--- src/ppu_consts.svh ---
`ifndef PPU_CONSTS_SVH
`define PPU_CONSTS_SVH

// reduced raster, horizontal in clocks
`define H_ACTIVE 64
`define H_FRONT 8
`define H_SYNC 8
`define H_BACK 16
`define H_TOTAL (`H_ACTIVE + `H_FRONT + `H_SYNC + `H_BACK)

// vertical in lines
`define V_ACTIVE 48
`define V_FRONT 2
`define V_SYNC 2
`define V_BACK 2
`define V_TOTAL (`V_ACTIVE + `V_FRONT + `V_SYNC + `V_BACK)

// game window inside the active area
`define GAME_X0 8
`define GAME_W 48
`define GAME_Y0 4
`define GAME_H 40

// sprite table and line slots
`define SPRITE_NUM 64
`define SLOT_NUM 8
`define TILE_SIZE 8

`define BG_COLOR 12'h022
`define BORDER_COLOR 12'h000

`define POS_BIT 8
`define RGB_BIT 12

`endif

--- src/spritePkg.sv ---
`include "ppu_consts.svh"

package spritePkg;

    // one table entry, y of 255 marks it unused
    typedef struct packed {
        logic [`POS_BIT-1:0] y;
        logic [`POS_BIT-1:0] x;
        logic [3:0] tile;
        logic [`RGB_BIT-1:0] color;
    } spriteAttr_t;

    // single-cycle write strobe from the host
    typedef struct packed {
        logic valid;
        logic [$clog2(`SPRITE_NUM)-1:0] addr;
        spriteAttr_t data;
    } hostWrite_t;

    typedef struct packed {
        logic valid;
        spriteAttr_t attr;
    } slot_t;

    typedef enum logic [1:0] {
        EVAL_IDLE,
        EVAL_SCAN,
        EVAL_DONE
    } evalState_t;

endpackage

--- src/videoPkg.sv ---
`include "ppu_consts.svh"

package videoPkg;

    // raster position seen by the pixel pipeline
    typedef struct packed {
        logic [`POS_BIT-1:0] x;
        logic [`POS_BIT-1:0] y;
        logic active;
    } scanPos_t;

    // both low active
    typedef struct packed {
        logic hsync;
        logic vsync;
    } syncBits_t;

endpackage

--- src/lineSpriteEval.sv ---
`timescale 1ns/1ps
`include "ppu_consts.svh"

module lineSpriteEval import spritePkg::*; (
    input logic clk,
    input logic rstN,
    input logic lineStart,
    input logic [`POS_BIT-1:0] lineY,
    input spriteAttr_t rdData,
    output logic [$clog2(`SPRITE_NUM)-1:0] rdAddr,
    output slot_t slots [`SLOT_NUM]
);

    localparam int SlotBit = $clog2(`SLOT_NUM);

    evalState_t state;
    logic checkPending;
    logic [`POS_BIT-1:0] targetLine;
    logic [`POS_BIT-1:0] nextLine;
    logic [`POS_BIT-1:0] lineOffset;
    logic covers;
    logic [SlotBit:0] fillCnt;
    logic frontSel;
    slot_t slotBuf [2][`SLOT_NUM];

    // evaluation always targets the following line
    assign nextLine = (lineY == `V_TOTAL - 1) ? '0 : lineY + 1'b1;

    // unsigned distance, unused entries never cover
    assign lineOffset = targetLine - rdData.y;
    assign covers = (rdData.y != 8'hFF) && (lineOffset < `TILE_SIZE);

    always_ff @(posedge clk or negedge rstN) begin
        if (!rstN) begin
            state <= EVAL_IDLE;
            rdAddr <= '0;
            checkPending <= 1'b0;
            targetLine <= '0;
            fillCnt <= '0;
            frontSel <= 1'b0;
            for (int b = 0; b < 2; b++) begin
                for (int s = 0; s < `SLOT_NUM; s++) begin
                    slotBuf[b][s] <= '0;
                end
            end
        end else begin
            // read data lags the address by one cycle
            checkPending <= (state == EVAL_SCAN);
            if (lineStart) begin
                frontSel <= ~frontSel;
                // old front becomes the new back buffer
                for (int s = 0; s < `SLOT_NUM; s++) begin
                    slotBuf[frontSel][s].valid <= 1'b0;
                end
                state <= EVAL_SCAN;
                rdAddr <= '0;
                fillCnt <= '0;
                targetLine <= nextLine;
            end else begin
                case (state)
                    EVAL_SCAN: begin
                        rdAddr <= rdAddr + 1'b1;
                        if (rdAddr == `SPRITE_NUM - 1) begin
                            state <= EVAL_DONE;
                        end
                    end
                    EVAL_DONE: begin
                        // wait for the last entry to be tested
                        if (!checkPending) begin
                            state <= EVAL_IDLE;
                        end
                    end
                    default: begin
                    end
                endcase
                // later hits are dropped once all slots are taken
                if (checkPending && covers && (fillCnt < `SLOT_NUM)) begin
                    slotBuf[~frontSel][fillCnt[SlotBit-1:0]] <= '{valid: 1'b1, attr: rdData};
                    fillCnt <= fillCnt + 1'b1;
                end
            end
        end
    end

    always_comb begin
        for (int s = 0; s < `SLOT_NUM; s++) begin
            slots[s] = slotBuf[frontSel][s];
        end
    end

    fillLimit: assert property (@(posedge clk) disable iff (!rstN)
        fillCnt <= `SLOT_NUM);

endmodule

--- src/ppuTop.sv ---
`timescale 1ns/1ps
`include "ppu_consts.svh"

module ppuTop import videoPkg::*, spritePkg::*; (
    input logic clk,
    input logic rstN,
    input hostWrite_t cpuWr,
    output logic hsync,
    output logic vsync,
    output logic [`RGB_BIT-1:0] rgb
);

    scanPos_t pos;
    syncBits_t rasterSync;
    syncBits_t outSync;
    logic lineStart;
    logic [$clog2(`SPRITE_NUM)-1:0] rdAddr;
    spriteAttr_t rdData;
    slot_t slots [`SLOT_NUM];
    logic [6:0] tileAddr [`SLOT_NUM];
    logic [`TILE_SIZE-1:0] tileRow [`SLOT_NUM];
    logic [`SLOT_NUM-1:0] lit;
    logic [`RGB_BIT-1:0] color [`SLOT_NUM];

    spriteAttrRam uSpriteAttrRam (
        .clk    (clk),
        .rstN   (rstN),
        .wr     (cpuWr),
        .rdAddr (rdAddr),
        .rdData (rdData)
    );

    videoTiming uVideoTiming (
        .clk       (clk),
        .rstN      (rstN),
        .pos       (pos),
        .sync      (rasterSync),
        .lineStart (lineStart)
    );

    // current line in, slots for it come out one line later
    lineSpriteEval uLineSpriteEval (
        .clk       (clk),
        .rstN      (rstN),
        .lineStart (lineStart),
        .lineY     (pos.y),
        .rdData    (rdData),
        .rdAddr    (rdAddr),
        .slots     (slots)
    );

    spriteTileRom uSpriteTileRom (
        .tileAddr (tileAddr),
        .tileRow  (tileRow)
    );

    for (genvar i = 0; i < `SLOT_NUM; i++) begin : gTileDraw
        tileDraw uTileDraw (
            .pos      (pos),
            .slot     (slots[i]),
            .tileRow  (tileRow[i]),
            .tileAddr (tileAddr[i]),
            .lit      (lit[i]),
            .color    (color[i])
        );
    end

    spriteCompositor uSpriteCompositor (
        .clk    (clk),
        .rstN   (rstN),
        .pos    (pos),
        .syncIn (rasterSync),
        .lit    (lit),
        .color  (color),
        .rgb    (rgb),
        .sync   (outSync)
    );

    assign hsync = outSync.hsync;
    assign vsync = outSync.vsync;

endmodule

--- src/spriteAttrRam.sv ---
`timescale 1ns/1ps
`include "ppu_consts.svh"

module spriteAttrRam import spritePkg::*; (
    input logic clk,
    input logic rstN,
    input hostWrite_t wr,
    input logic [$clog2(`SPRITE_NUM)-1:0] rdAddr,
    output spriteAttr_t rdData
);

    spriteAttr_t mem [`SPRITE_NUM];

    // host port writes, evaluator port reads one cycle later
    always_ff @(posedge clk or negedge rstN) begin
        if (!rstN) begin
            // every entry starts unused
            for (int i = 0; i < `SPRITE_NUM; i++) begin
                mem[i] <= '{y: 8'hFF, default: '0};
            end
            rdData <= '0;
        end else begin
            if (wr.valid) begin
                mem[wr.addr] <= wr.data;
            end
            rdData <= mem[rdAddr];
        end
    end

endmodule

--- src/spriteCompositor.sv ---
`timescale 1ns/1ps
`include "ppu_consts.svh"

module spriteCompositor import videoPkg::*; (
    input logic clk,
    input logic rstN,
    input scanPos_t pos,
    input syncBits_t syncIn,
    input logic [`SLOT_NUM-1:0] lit,
    input logic [`RGB_BIT-1:0] color [`SLOT_NUM],
    output logic [`RGB_BIT-1:0] rgb,
    output syncBits_t sync
);

    logic inWindow;
    logic [`RGB_BIT-1:0] pixColor;

    assign inWindow = (pos.x >= `GAME_X0) && (pos.x < `GAME_X0 + `GAME_W) &&
                      (pos.y >= `GAME_Y0) && (pos.y < `GAME_Y0 + `GAME_H);

    always_comb begin
        pixColor = `BG_COLOR;
        // walk downwards so the lowest lit slot wins
        for (int s = `SLOT_NUM - 1; s >= 0; s--) begin
            if (lit[s]) begin
                pixColor = color[s];
            end
        end
        if (!pos.active) begin
            pixColor = '0;
        end else if (!inWindow) begin
            pixColor = `BORDER_COLOR;
        end
    end

    // syncs go through the same stage to stay aligned with rgb
    always_ff @(posedge clk or negedge rstN) begin
        if (!rstN) begin
            rgb <= '0;
            sync <= '{hsync: 1'b1, vsync: 1'b1};
        end else begin
            rgb <= pixColor;
            sync <= syncIn;
        end
    end

    rgbKnown: assert property (@(posedge clk) disable iff (!rstN) !$isunknown(rgb));

endmodule

--- src/spriteTileRom.sv ---
`timescale 1ns/1ps
`include "ppu_consts.svh"

module spriteTileRom (
    input logic [6:0] tileAddr [`SLOT_NUM],
    output logic [`TILE_SIZE-1:0] tileRow [`SLOT_NUM]
);

    logic [`TILE_SIZE-1:0] rom [16 * `TILE_SIZE];

    // bit c of row r in tile t lights when t + r + c is a multiple of 3
    function automatic logic [`TILE_SIZE-1:0] tileRule(input logic [3:0] tile,
                                                       input logic [2:0] row);
        logic [`TILE_SIZE-1:0] bits;
        for (int c = 0; c < `TILE_SIZE; c++) begin
            bits[c] = ((int'(tile) + int'(row) + c) % 3) == 0;
        end
        return bits;
    endfunction

    always_comb begin
        for (int a = 0; a < 16 * `TILE_SIZE; a++) begin
            rom[a] = tileRule(a[6:3], a[2:0]);
        end
    end

    // one independent port per slot
    for (genvar p = 0; p < `SLOT_NUM; p++) begin : gPort
        assign tileRow[p] = rom[tileAddr[p]];
    end

endmodule

--- src/tileDraw.sv ---
`timescale 1ns/1ps
`include "ppu_consts.svh"

module tileDraw import videoPkg::*, spritePkg::*; (
    input scanPos_t pos,
    input slot_t slot,
    input logic [`TILE_SIZE-1:0] tileRow,
    output logic [6:0] tileAddr,
    output logic lit,
    output logic [`RGB_BIT-1:0] color
);

    localparam int TileBit = $clog2(`TILE_SIZE);

    logic [`POS_BIT-1:0] dx;
    logic [`POS_BIT-1:0] dy;
    logic inBox;

    // offsets into the sprite box, wrap makes left/above fail the range test
    assign dx = pos.x - slot.attr.x;
    assign dy = pos.y - slot.attr.y;

    assign inBox = slot.valid && (dx < `TILE_SIZE) && (dy < `TILE_SIZE);

    // tile number on top, row below
    assign tileAddr = {slot.attr.tile, dy[TileBit-1:0]};

    // column 0 is the leftmost pixel
    assign lit = inBox && tileRow[dx[TileBit-1:0]];
    assign color = slot.attr.color;

endmodule

--- src/videoTiming.sv ---
`timescale 1ns/1ps
`include "ppu_consts.svh"

module videoTiming import videoPkg::*; (
    input logic clk,
    input logic rstN,
    output scanPos_t pos,
    output syncBits_t sync,
    output logic lineStart
);

    logic [`POS_BIT-1:0] hCnt;
    logic [`POS_BIT-1:0] vCnt;

    // free running raster counters
    always_ff @(posedge clk or negedge rstN) begin
        if (!rstN) begin
            hCnt <= '0;
            vCnt <= '0;
        end else if (hCnt == `H_TOTAL - 1) begin
            hCnt <= '0;
            if (vCnt == `V_TOTAL - 1) begin
                vCnt <= '0;
            end else begin
                vCnt <= vCnt + 1'b1;
            end
        end else begin
            hCnt <= hCnt + 1'b1;
        end
    end

    assign pos.x = hCnt;
    assign pos.y = vCnt;
    assign pos.active = (hCnt < `H_ACTIVE) && (vCnt < `V_ACTIVE);

    // order is active, front porch, sync, back porch
    assign sync.hsync = !((hCnt >= `H_ACTIVE + `H_FRONT) &&
                          (hCnt < `H_ACTIVE + `H_FRONT + `H_SYNC));
    assign sync.vsync = !((vCnt >= `V_ACTIVE + `V_FRONT) &&
                          (vCnt < `V_ACTIVE + `V_FRONT + `V_SYNC));

    assign lineStart = (hCnt == '0);

    // counters wrap before reaching the totals
    countRange: assert property (@(posedge clk) disable iff (!rstN)
        (hCnt < `H_TOTAL) && (vCnt < `V_TOTAL));

endmodule
--- config.mk ---
export PLATFORM = sky130hd
export DESIGN_NAME = ppuTop
export DESIGN_NICKNAME = d
export VERILOG_FILES = /design/src/spritePkg.sv /design/src/videoPkg.sv /design/src/lineSpriteEval.sv /design/src/ppuTop.sv /design/src/spriteAttrRam.sv /design/src/spriteCompositor.sv /design/src/spriteTileRom.sv /design/src/tileDraw.sv /design/src/videoTiming.sv
export VERILOG_INCLUDE_DIRS = /design/src
export SDC_FILE = /design/constraint.sdc
export NUM_CORES = 2
export LEC_CHECK = 0
export BUFFER_PORTS_ARGS = -buffer_cell sky130_fd_sc_hd__buf_2
export CAP_MARGIN = 0
export CORE_MARGIN = 4
export CORE_UTILIZATION = 50
export CTS_CLUSTER_SIZE = 28
export DETAILED_ROUTE_END_ITERATION = 10
export PLACE_DENSITY_LB_ADDON = 0.15
export SETUP_SLACK_MARGIN = 0.02
export SYNTH_ARGS = -nofsm -noshare
export SYNTH_HDL_FRONTEND = slang
export SYNTH_HIERARCHICAL = 1
export SYNTH_SLANG_ARGS = --single-unit
--- constraint.sdc ---
create_clock -name clk -period 16.26 [get_ports clk]
set_input_delay 3.252 -clock clk [delete_from_list [all_inputs] [get_ports clk]]
set_output_delay 3.252 -clock clk [all_outputs]
set_load 0.05 [all_outputs]
; Word level (Yosys, flattened, before mapping)
; Memory sizes are Yosys's and may differ from the RTL's.
; Cells that the tools add are included.
[classes]
addsub = 21
n_lt_le_gt_ge = 53
eq_ne = 8
muxes = 92
bitwise = 14
n_reduce_logical = 44
[ops]
columns = op, n
row1 = 528-bit bitwise mux, 9
row2 = 264-bit demux with 1-bit select, 9
row3 = 2048-bit bitwise mux, 1
row4 = 264-bit 2-to-1 mux, 5
row5 = 528-bit 2-to-1 mux, 2
row6 = 231-bit 2-to-1 mux, 1
row7 = 198-bit 2-to-1 mux, 1
row8 = 32-bit binary-select mux with 6-bit select, 1
row9 = 32-bit demux with 6-bit select, 1
row10 = 165-bit 2-to-1 mux, 1
row11 = 8-bit 2-to-1 mux, 18
row12 = "8-bit by 4-bit less-than comparator with 1-bit output, second input constant", 17
row13 = 8-bit subtractor, 17
row14 = 132-bit 2-to-1 mux, 1
row15 = 12-bit 2-to-1 mux, 10
row16 = 33-bit demux with 3-bit select, 1
row17 = 99-bit 2-to-1 mux, 1
row18 = 32-bit 2-to-1 mux, 3
row19 = 33-bit 2-to-1 mux, 2
row20 = 66-bit 2-to-1 mux, 1
row21 = "8-bit greater-or-equal comparator, second input constant", 8
row22 = 7-bit inverter with 8-bit output, 8
row23 = 1-bit logical AND, 37
row24 = "3-bit by 4-bit less-than comparator with 1-bit output, second input constant", 8
row25 = 38 further kinds, 69
[totals]
regBits = 2660
romBits = 8192
input_bits = 41
elab_cells = 591
n_memories = 8
[memory_table]
columns = memory, words, width, read_ports, rd_ports_with_merged_regs, write_ports, line_no
row1 = (name not given), 128, 8, 1, 0, 0, spriteTileRom.sv:29  ; assign tileRow[p] = rom[tileAddr[p]];
row2 = (name not given), 128, 8, 1, 0, 0, spriteTileRom.sv:29
row3 = (name not given), 128, 8, 1, 0, 0, spriteTileRom.sv:29
row4 = (name not given), 128, 8, 1, 0, 0, spriteTileRom.sv:29
row5 = (name not given), 128, 8, 1, 0, 0, spriteTileRom.sv:29
row6 = (name not given), 128, 8, 1, 0, 0, spriteTileRom.sv:29
row7 = 2 more memories, n/a, n/a, n/a, n/a, n/a, n/a

; Depth between registers and ports, before layout
[logic_depth]
depth_word = 22
depth_mapped = 26
mapped_depth_nobuf = 20

; Cells and area by module
; The synthesis kept the hierarchy.
[by_module_without_submodules]
columns = module, n_inst, cells_each, area_per_inst_um2, seq_area_each_um2
row1 = spriteAttrRam, 1, 5869, 93932.6, 52690.5
row2 = lineSpriteEval, 1, 1650, 24415.9, 13763.2
row3 = tileDraw at gTileDraw[0].uTileDraw ..., 7, 121, 929.6, 0.0
row4 = spriteTileRom, 1, 336, 2457.4, 0.0
row5 = spriteCompositor, 1, 172, 1347.5, 352.8
row6 = tileDraw at gTileDraw[7].uTileDraw, 1, 116, 874.6, 0.0
row7 = videoTiming, 1, 87, 843.3, 400.4

; Worst setup path before layout
; OpenSTA, ideal clock, no wires.
[synth_timing]
path_type = flip-flop to flip-flop
from = reg uLineSpriteEval.frontSel
to = reg uSpriteCompositor.rgb[11]
arrival_time_ns = 5.652
required_ns = 16.192
slack_ns = 10.540
stages_incl_launch_ff = 25
period_less_slack_ns = 5.720
cell_sequence = dfrtp_1 -> clkbuf_1 -> clkbuf_1 -> clkbuf_1 -> mux2_2 -> ha_1 -> fa_1 -> inv_1 -> ha_1 -> mux2i_1 -> a221oi_1 -> nand2_1 -> o221ai_1 -> buf_4 -> mux4_1 -> mux2i_1 -> a2111oi_2 -> nand4b_1 -> or3_1 -> nor4_2 -> nor2b_1 -> clkbuf_1 -> a221oi_1 -> o21ai_0 -> and4b_1
[synth_lines]
columns = element, line_no
row1 = from (decl), lineSpriteEval.sv:23  ; logic frontSel;
row2 = from (signal assigned), lineSpriteEval.sv:50  ; frontSel <= ~frontSel;
row3 = to (signal assigned), spriteCompositor.sv:42  ; rgb <= pixColor;
row4 = to (decl), spriteCompositor.sv:11  ; output logic [`RGB_BIT-1:0] rgb,

==> flow_summary.toml <==
[detailed_routing]
ant_nets = 0
drt_wl_total_um = 361000
detail_route.first_pass.iterations = 6
detail_route.vias_per_cell = 6.20
drt_first_iter_violations = 5356
drc_errors = 0
via_count = 76895
avgRoutedWirePerCell_um = 29.1

[synth]
total_of_flip_flops_plus_latches_after_synthesis = 2660
post_synth_instance_area_sq_um = 130000
post_synth_mux_area_share = 0.342
yosysSeqAreaShare = 0.515
synth_xor_area_frac = 0.00779
ys_types = 88
ys_warn_count = 6
synth_ff_type = "dfrtp_1"
synthSimpleGateAreaFrac = 0.0357
syn_nets = 9284
synthesis.area_per_instance_sq_um = 14.4
synth_fa_ha_area_frac = 0.0169
synth_enable_flop_cells = 0
async_reset_ff_frac = 1.00
synth_cells = 9077
share_of_the_synthesized_area_in_compound_gates_ao_oa_aoi_oai = 0.0385
synth_top_family_by_area = "multiplexers"

[die]
fp.dieH_um = 519
floorplan.io_pins = 55
start_util = 0.502
cell_rows = 187
die_x_um = 519
fp.dieArea_sq_um = 269000
design.core.area_sq_um = 259000

[sta]
fin_setup_tns_ns = 0
fmax_ghz = 0.143
finalCritPeriodShare = 0.431
setup_violations = 0
final_critical_path_setup_slack_ns = 9.26
rsz0062_at_grt = "no"
finalCriticalPeriod_ns = 7.00
clock_skew_ns = 0.0601
slew_violations = 0
relSlewSlack = 0.158
tightestPinTransition_ns = 1.26
report.final.hold_viol_count = 0

[layout]
fillers = 20960
most-common-layout-cells = "mux2_2, dfrtp_1, dfstp_2"
synthToLayoutAreaGrowth_pct = 9.21
post-route-cell-area_sq_um = 142000
layout-drive-gt1-share = 0.522
finish.cell_count_without_fillers = 12397
layout_commonest_cell = "mux2_2"
nets = 8953

[worst_setup_path]
critPathKind = "reg2reg"
slowest_stage = "dfrtp_4"
critPathRequiredTime_ns = 17.08
crit_path_end_kind = "register"
critPathBufInv = 3
worstPathMaxFanout = 132
crit_path_max_incr_delay_ns = 0.75
critPathTopFamily = "compound AO/OA/AOI/OAI gates"
cp-start-kind = "register"
worstPathCellList = "buf_12 -> buf_12 -> mux2_2 -> ha_1 -> fa_1 -> xnor2_1 -> mux2i_1 -> a221oi_1 -> nand2_1 -> o221ai_1 -> a2111oi_0 -> a31oi_1 -> and4b_1 -> nand4_1 -> nor4_2 -> buf_4 -> nor2b_1 -> a221oi_1 -> o21ai_0 -> and4b_1"
cp.arrival_ns = 7.82

[grt]
grt_antenna_before_repair = 23
grt_start_max_net_pins = 194
grt_first_pass_wirelength_um = 541000
number_of_global_route_vias_before_repair = 80882
globalRoute.totalOverflow = 0
grt.total_usage = 0.267

[power]
pwr_density_cell_nw_per_um2 = 116
share_seq_of_total_power = 0.488
clockPowerShare = 0.414
p_switching_mw = 3.86
p_int_mw = 12.6
share_comb_of_total_power = 0.098
netSwitchingFraction = 0.234
cellLeakagePower_nw = 64.1
total_power_mw = 16.5
vdd_ir_drop_max_mv = 0.118

[min_path]
holdCritPathClass = "reg2reg"

[placement]
dp_hpwl_um = 217000
routabilityCongestion = 0.846
numPlacedInstances = 11838
io_buffers = 54
post-place-ws_ns = 9.26
detailed_place.area_sq_um = 132000

[cts]
clk_pin_slew_worst_paths_ns = 0.06
ctsHtreeMaxLevel = 5
clock_tree.root_cell = "clkbuf_16"
clock_sink_count = 2660
worst_skew_pair.late_latency_ns = 0.93
numCtsBuffers = 308
hold_fix_buffers_cts = 0
post_cts_resized = 0
cts_setup_buffers = 0
ctsLongestPathBuffers = 4
clock_tree_from_tritoncts = "yes"

[run]
cap_violations = 0

[run_status]
status = "finished, final reports clean"
[layer usage]
| layer | GRT usage | vias up | share of wire |
|---|---|---|---|
| met5 | 0 | - | 0.000083 |
| met4 | 0.105 | 4 | 0.044 |
| met3 | 0.0309 | 649 | 0.038 |
| met2 | 0.450 | 1739 | 0.49 |
| met1 | 0.354 | 41870 | 0.42 |
| li1 | - | 32633 | - |
[through the flow]
| step | hold slack, ns | util |
|---|---|---|
| finish | 0.475 | 0.549 |
| global route | 0.492 | 0.549 |
| CTS | 0.476 | 0.549 |
| detailed placement | 0.461 | 0.510 |
| global placement | 0.453 | 0.510 |
| floorplan | 0.440 | - |
[cell families (layout without fill, tap and decap cells)]
family,count (synthesis),in the layout
fa+ha+maj,166,166
xor+xnor,116,116
buf+inv,1143,1049
simple gates,819,819
other cells,0,12
mux,3458,3458
flops,2660,2660
compound gates,715,715
[power groups by stage]
| stage | Sequential [mW] | Combinational (mW) | Clock, mW |
|---|---|---|---|
| 2_1_floorplan | 7.97 | 1.20 | 0 |
| 6_report | 8.05 | 1.62 | 6.82 |
| 5_1_grt | 8.15 | 1.75 | 7.24 |
| 4_1_cts | 8.05 | 1.63 | 6.97 |
| 3_5_place_dp | 8.16 | 1.63 | 0 |
| 3_3_place_gp | 8.10 | 1.56 | 0 |
[tightest hold or removal path, stage by stage, from the launching register on]
cell and delay, ns:
dfrtp_1 0.34, nand2_1 0.05, nand2_1 0.06
[area by class of cell]
| type | instances | area [sq um] | area share |
|---|---|---|---|
| timing repair buffer | 281 | 2160 | 0.0152 |
| antenna | 12 | 30.0 | 0.000211 |
| tap | 3402 | 4260 | 0.0299 |
| clock inverter | 71 | 873 | 0.00613 |
| multi-input combinational | 5274 | 57900 | 0.407 |
| clock buffer | 476 | 9070 | 0.0637 |
| inverter | 221 | 830 | 0.00583 |
| sequential | 2660 | 67200 | 0.472 |
[registers in the layout, indices dropped and copies added (netlist names)]
signal,flops
uLineSpriteEval/fillCnt,4
uLineSpriteEval/frontSel,1
uSpriteCompositor/sync,2
uLineSpriteEval/checkPending,1
uLineSpriteEval/rdAddr,6
uSpriteAttrRam/mem,2048
uLineSpriteEval/state,2
uLineSpriteEval/targetLine,8
uVideoTiming/vCnt,8
uSpriteCompositor/rgb,12
uSpriteAttrRam/rdData,32
uVideoTiming/hCnt,8
uLineSpriteEval/slotBuf,528
[cell usage after synthesis (81+ instances only)]
cell	n	area [sq um]
buf_4	209	1570
mux4_2	465	10500
o22ai_1	158	988
a21oi_1	112	561
mux2_2	2806	31600
xnor2_1	81	709
ha_1	150	1880
inv_1	218	818
buf_1	147	552
dfrtp_1	2146	53700
buf_2	215	1080
nand2_1	193	724
nor2_1	166	623
o21ai_0	101	505
clkbuf_1	319	1200
dfstp_2	514	13500
mux2i_1	120	1200
[worst paths after layout]
path | from | slack (ns) | end | cells past startpoint
min reg2reg | uLineSpriteEval/slotBuf[494]$_DFFE_PN0P_ | 0.47 | uLineSpriteEval/slotBuf[494]$_DFFE_PN0P_ | 2
max | uLineSpriteEval/frontSel$_DFFE_PN0P_ | 9.26 | uSpriteCompositor/rgb[2]$_DFF_PN0_ | 20
max in group asynchronous | rstN | 10.62 | uLineSpriteEval/slotBuf[304]$_DFFE_PN0P_ | 4
max reg2reg | uLineSpriteEval/frontSel$_DFFE_PN0P_ | 9.26 | uSpriteCompositor/rgb[2]$_DFF_PN0_ | 20
min in group asynchronous | rstN | 2.36 | uLineSpriteEval/slotBuf[510]$_DFFE_PN0P_ | 1
min | uLineSpriteEval/slotBuf[494]$_DFFE_PN0P_ | 0.47 | uLineSpriteEval/slotBuf[494]$_DFFE_PN0P_ | 2
Power figures use the tool's default switching activity.
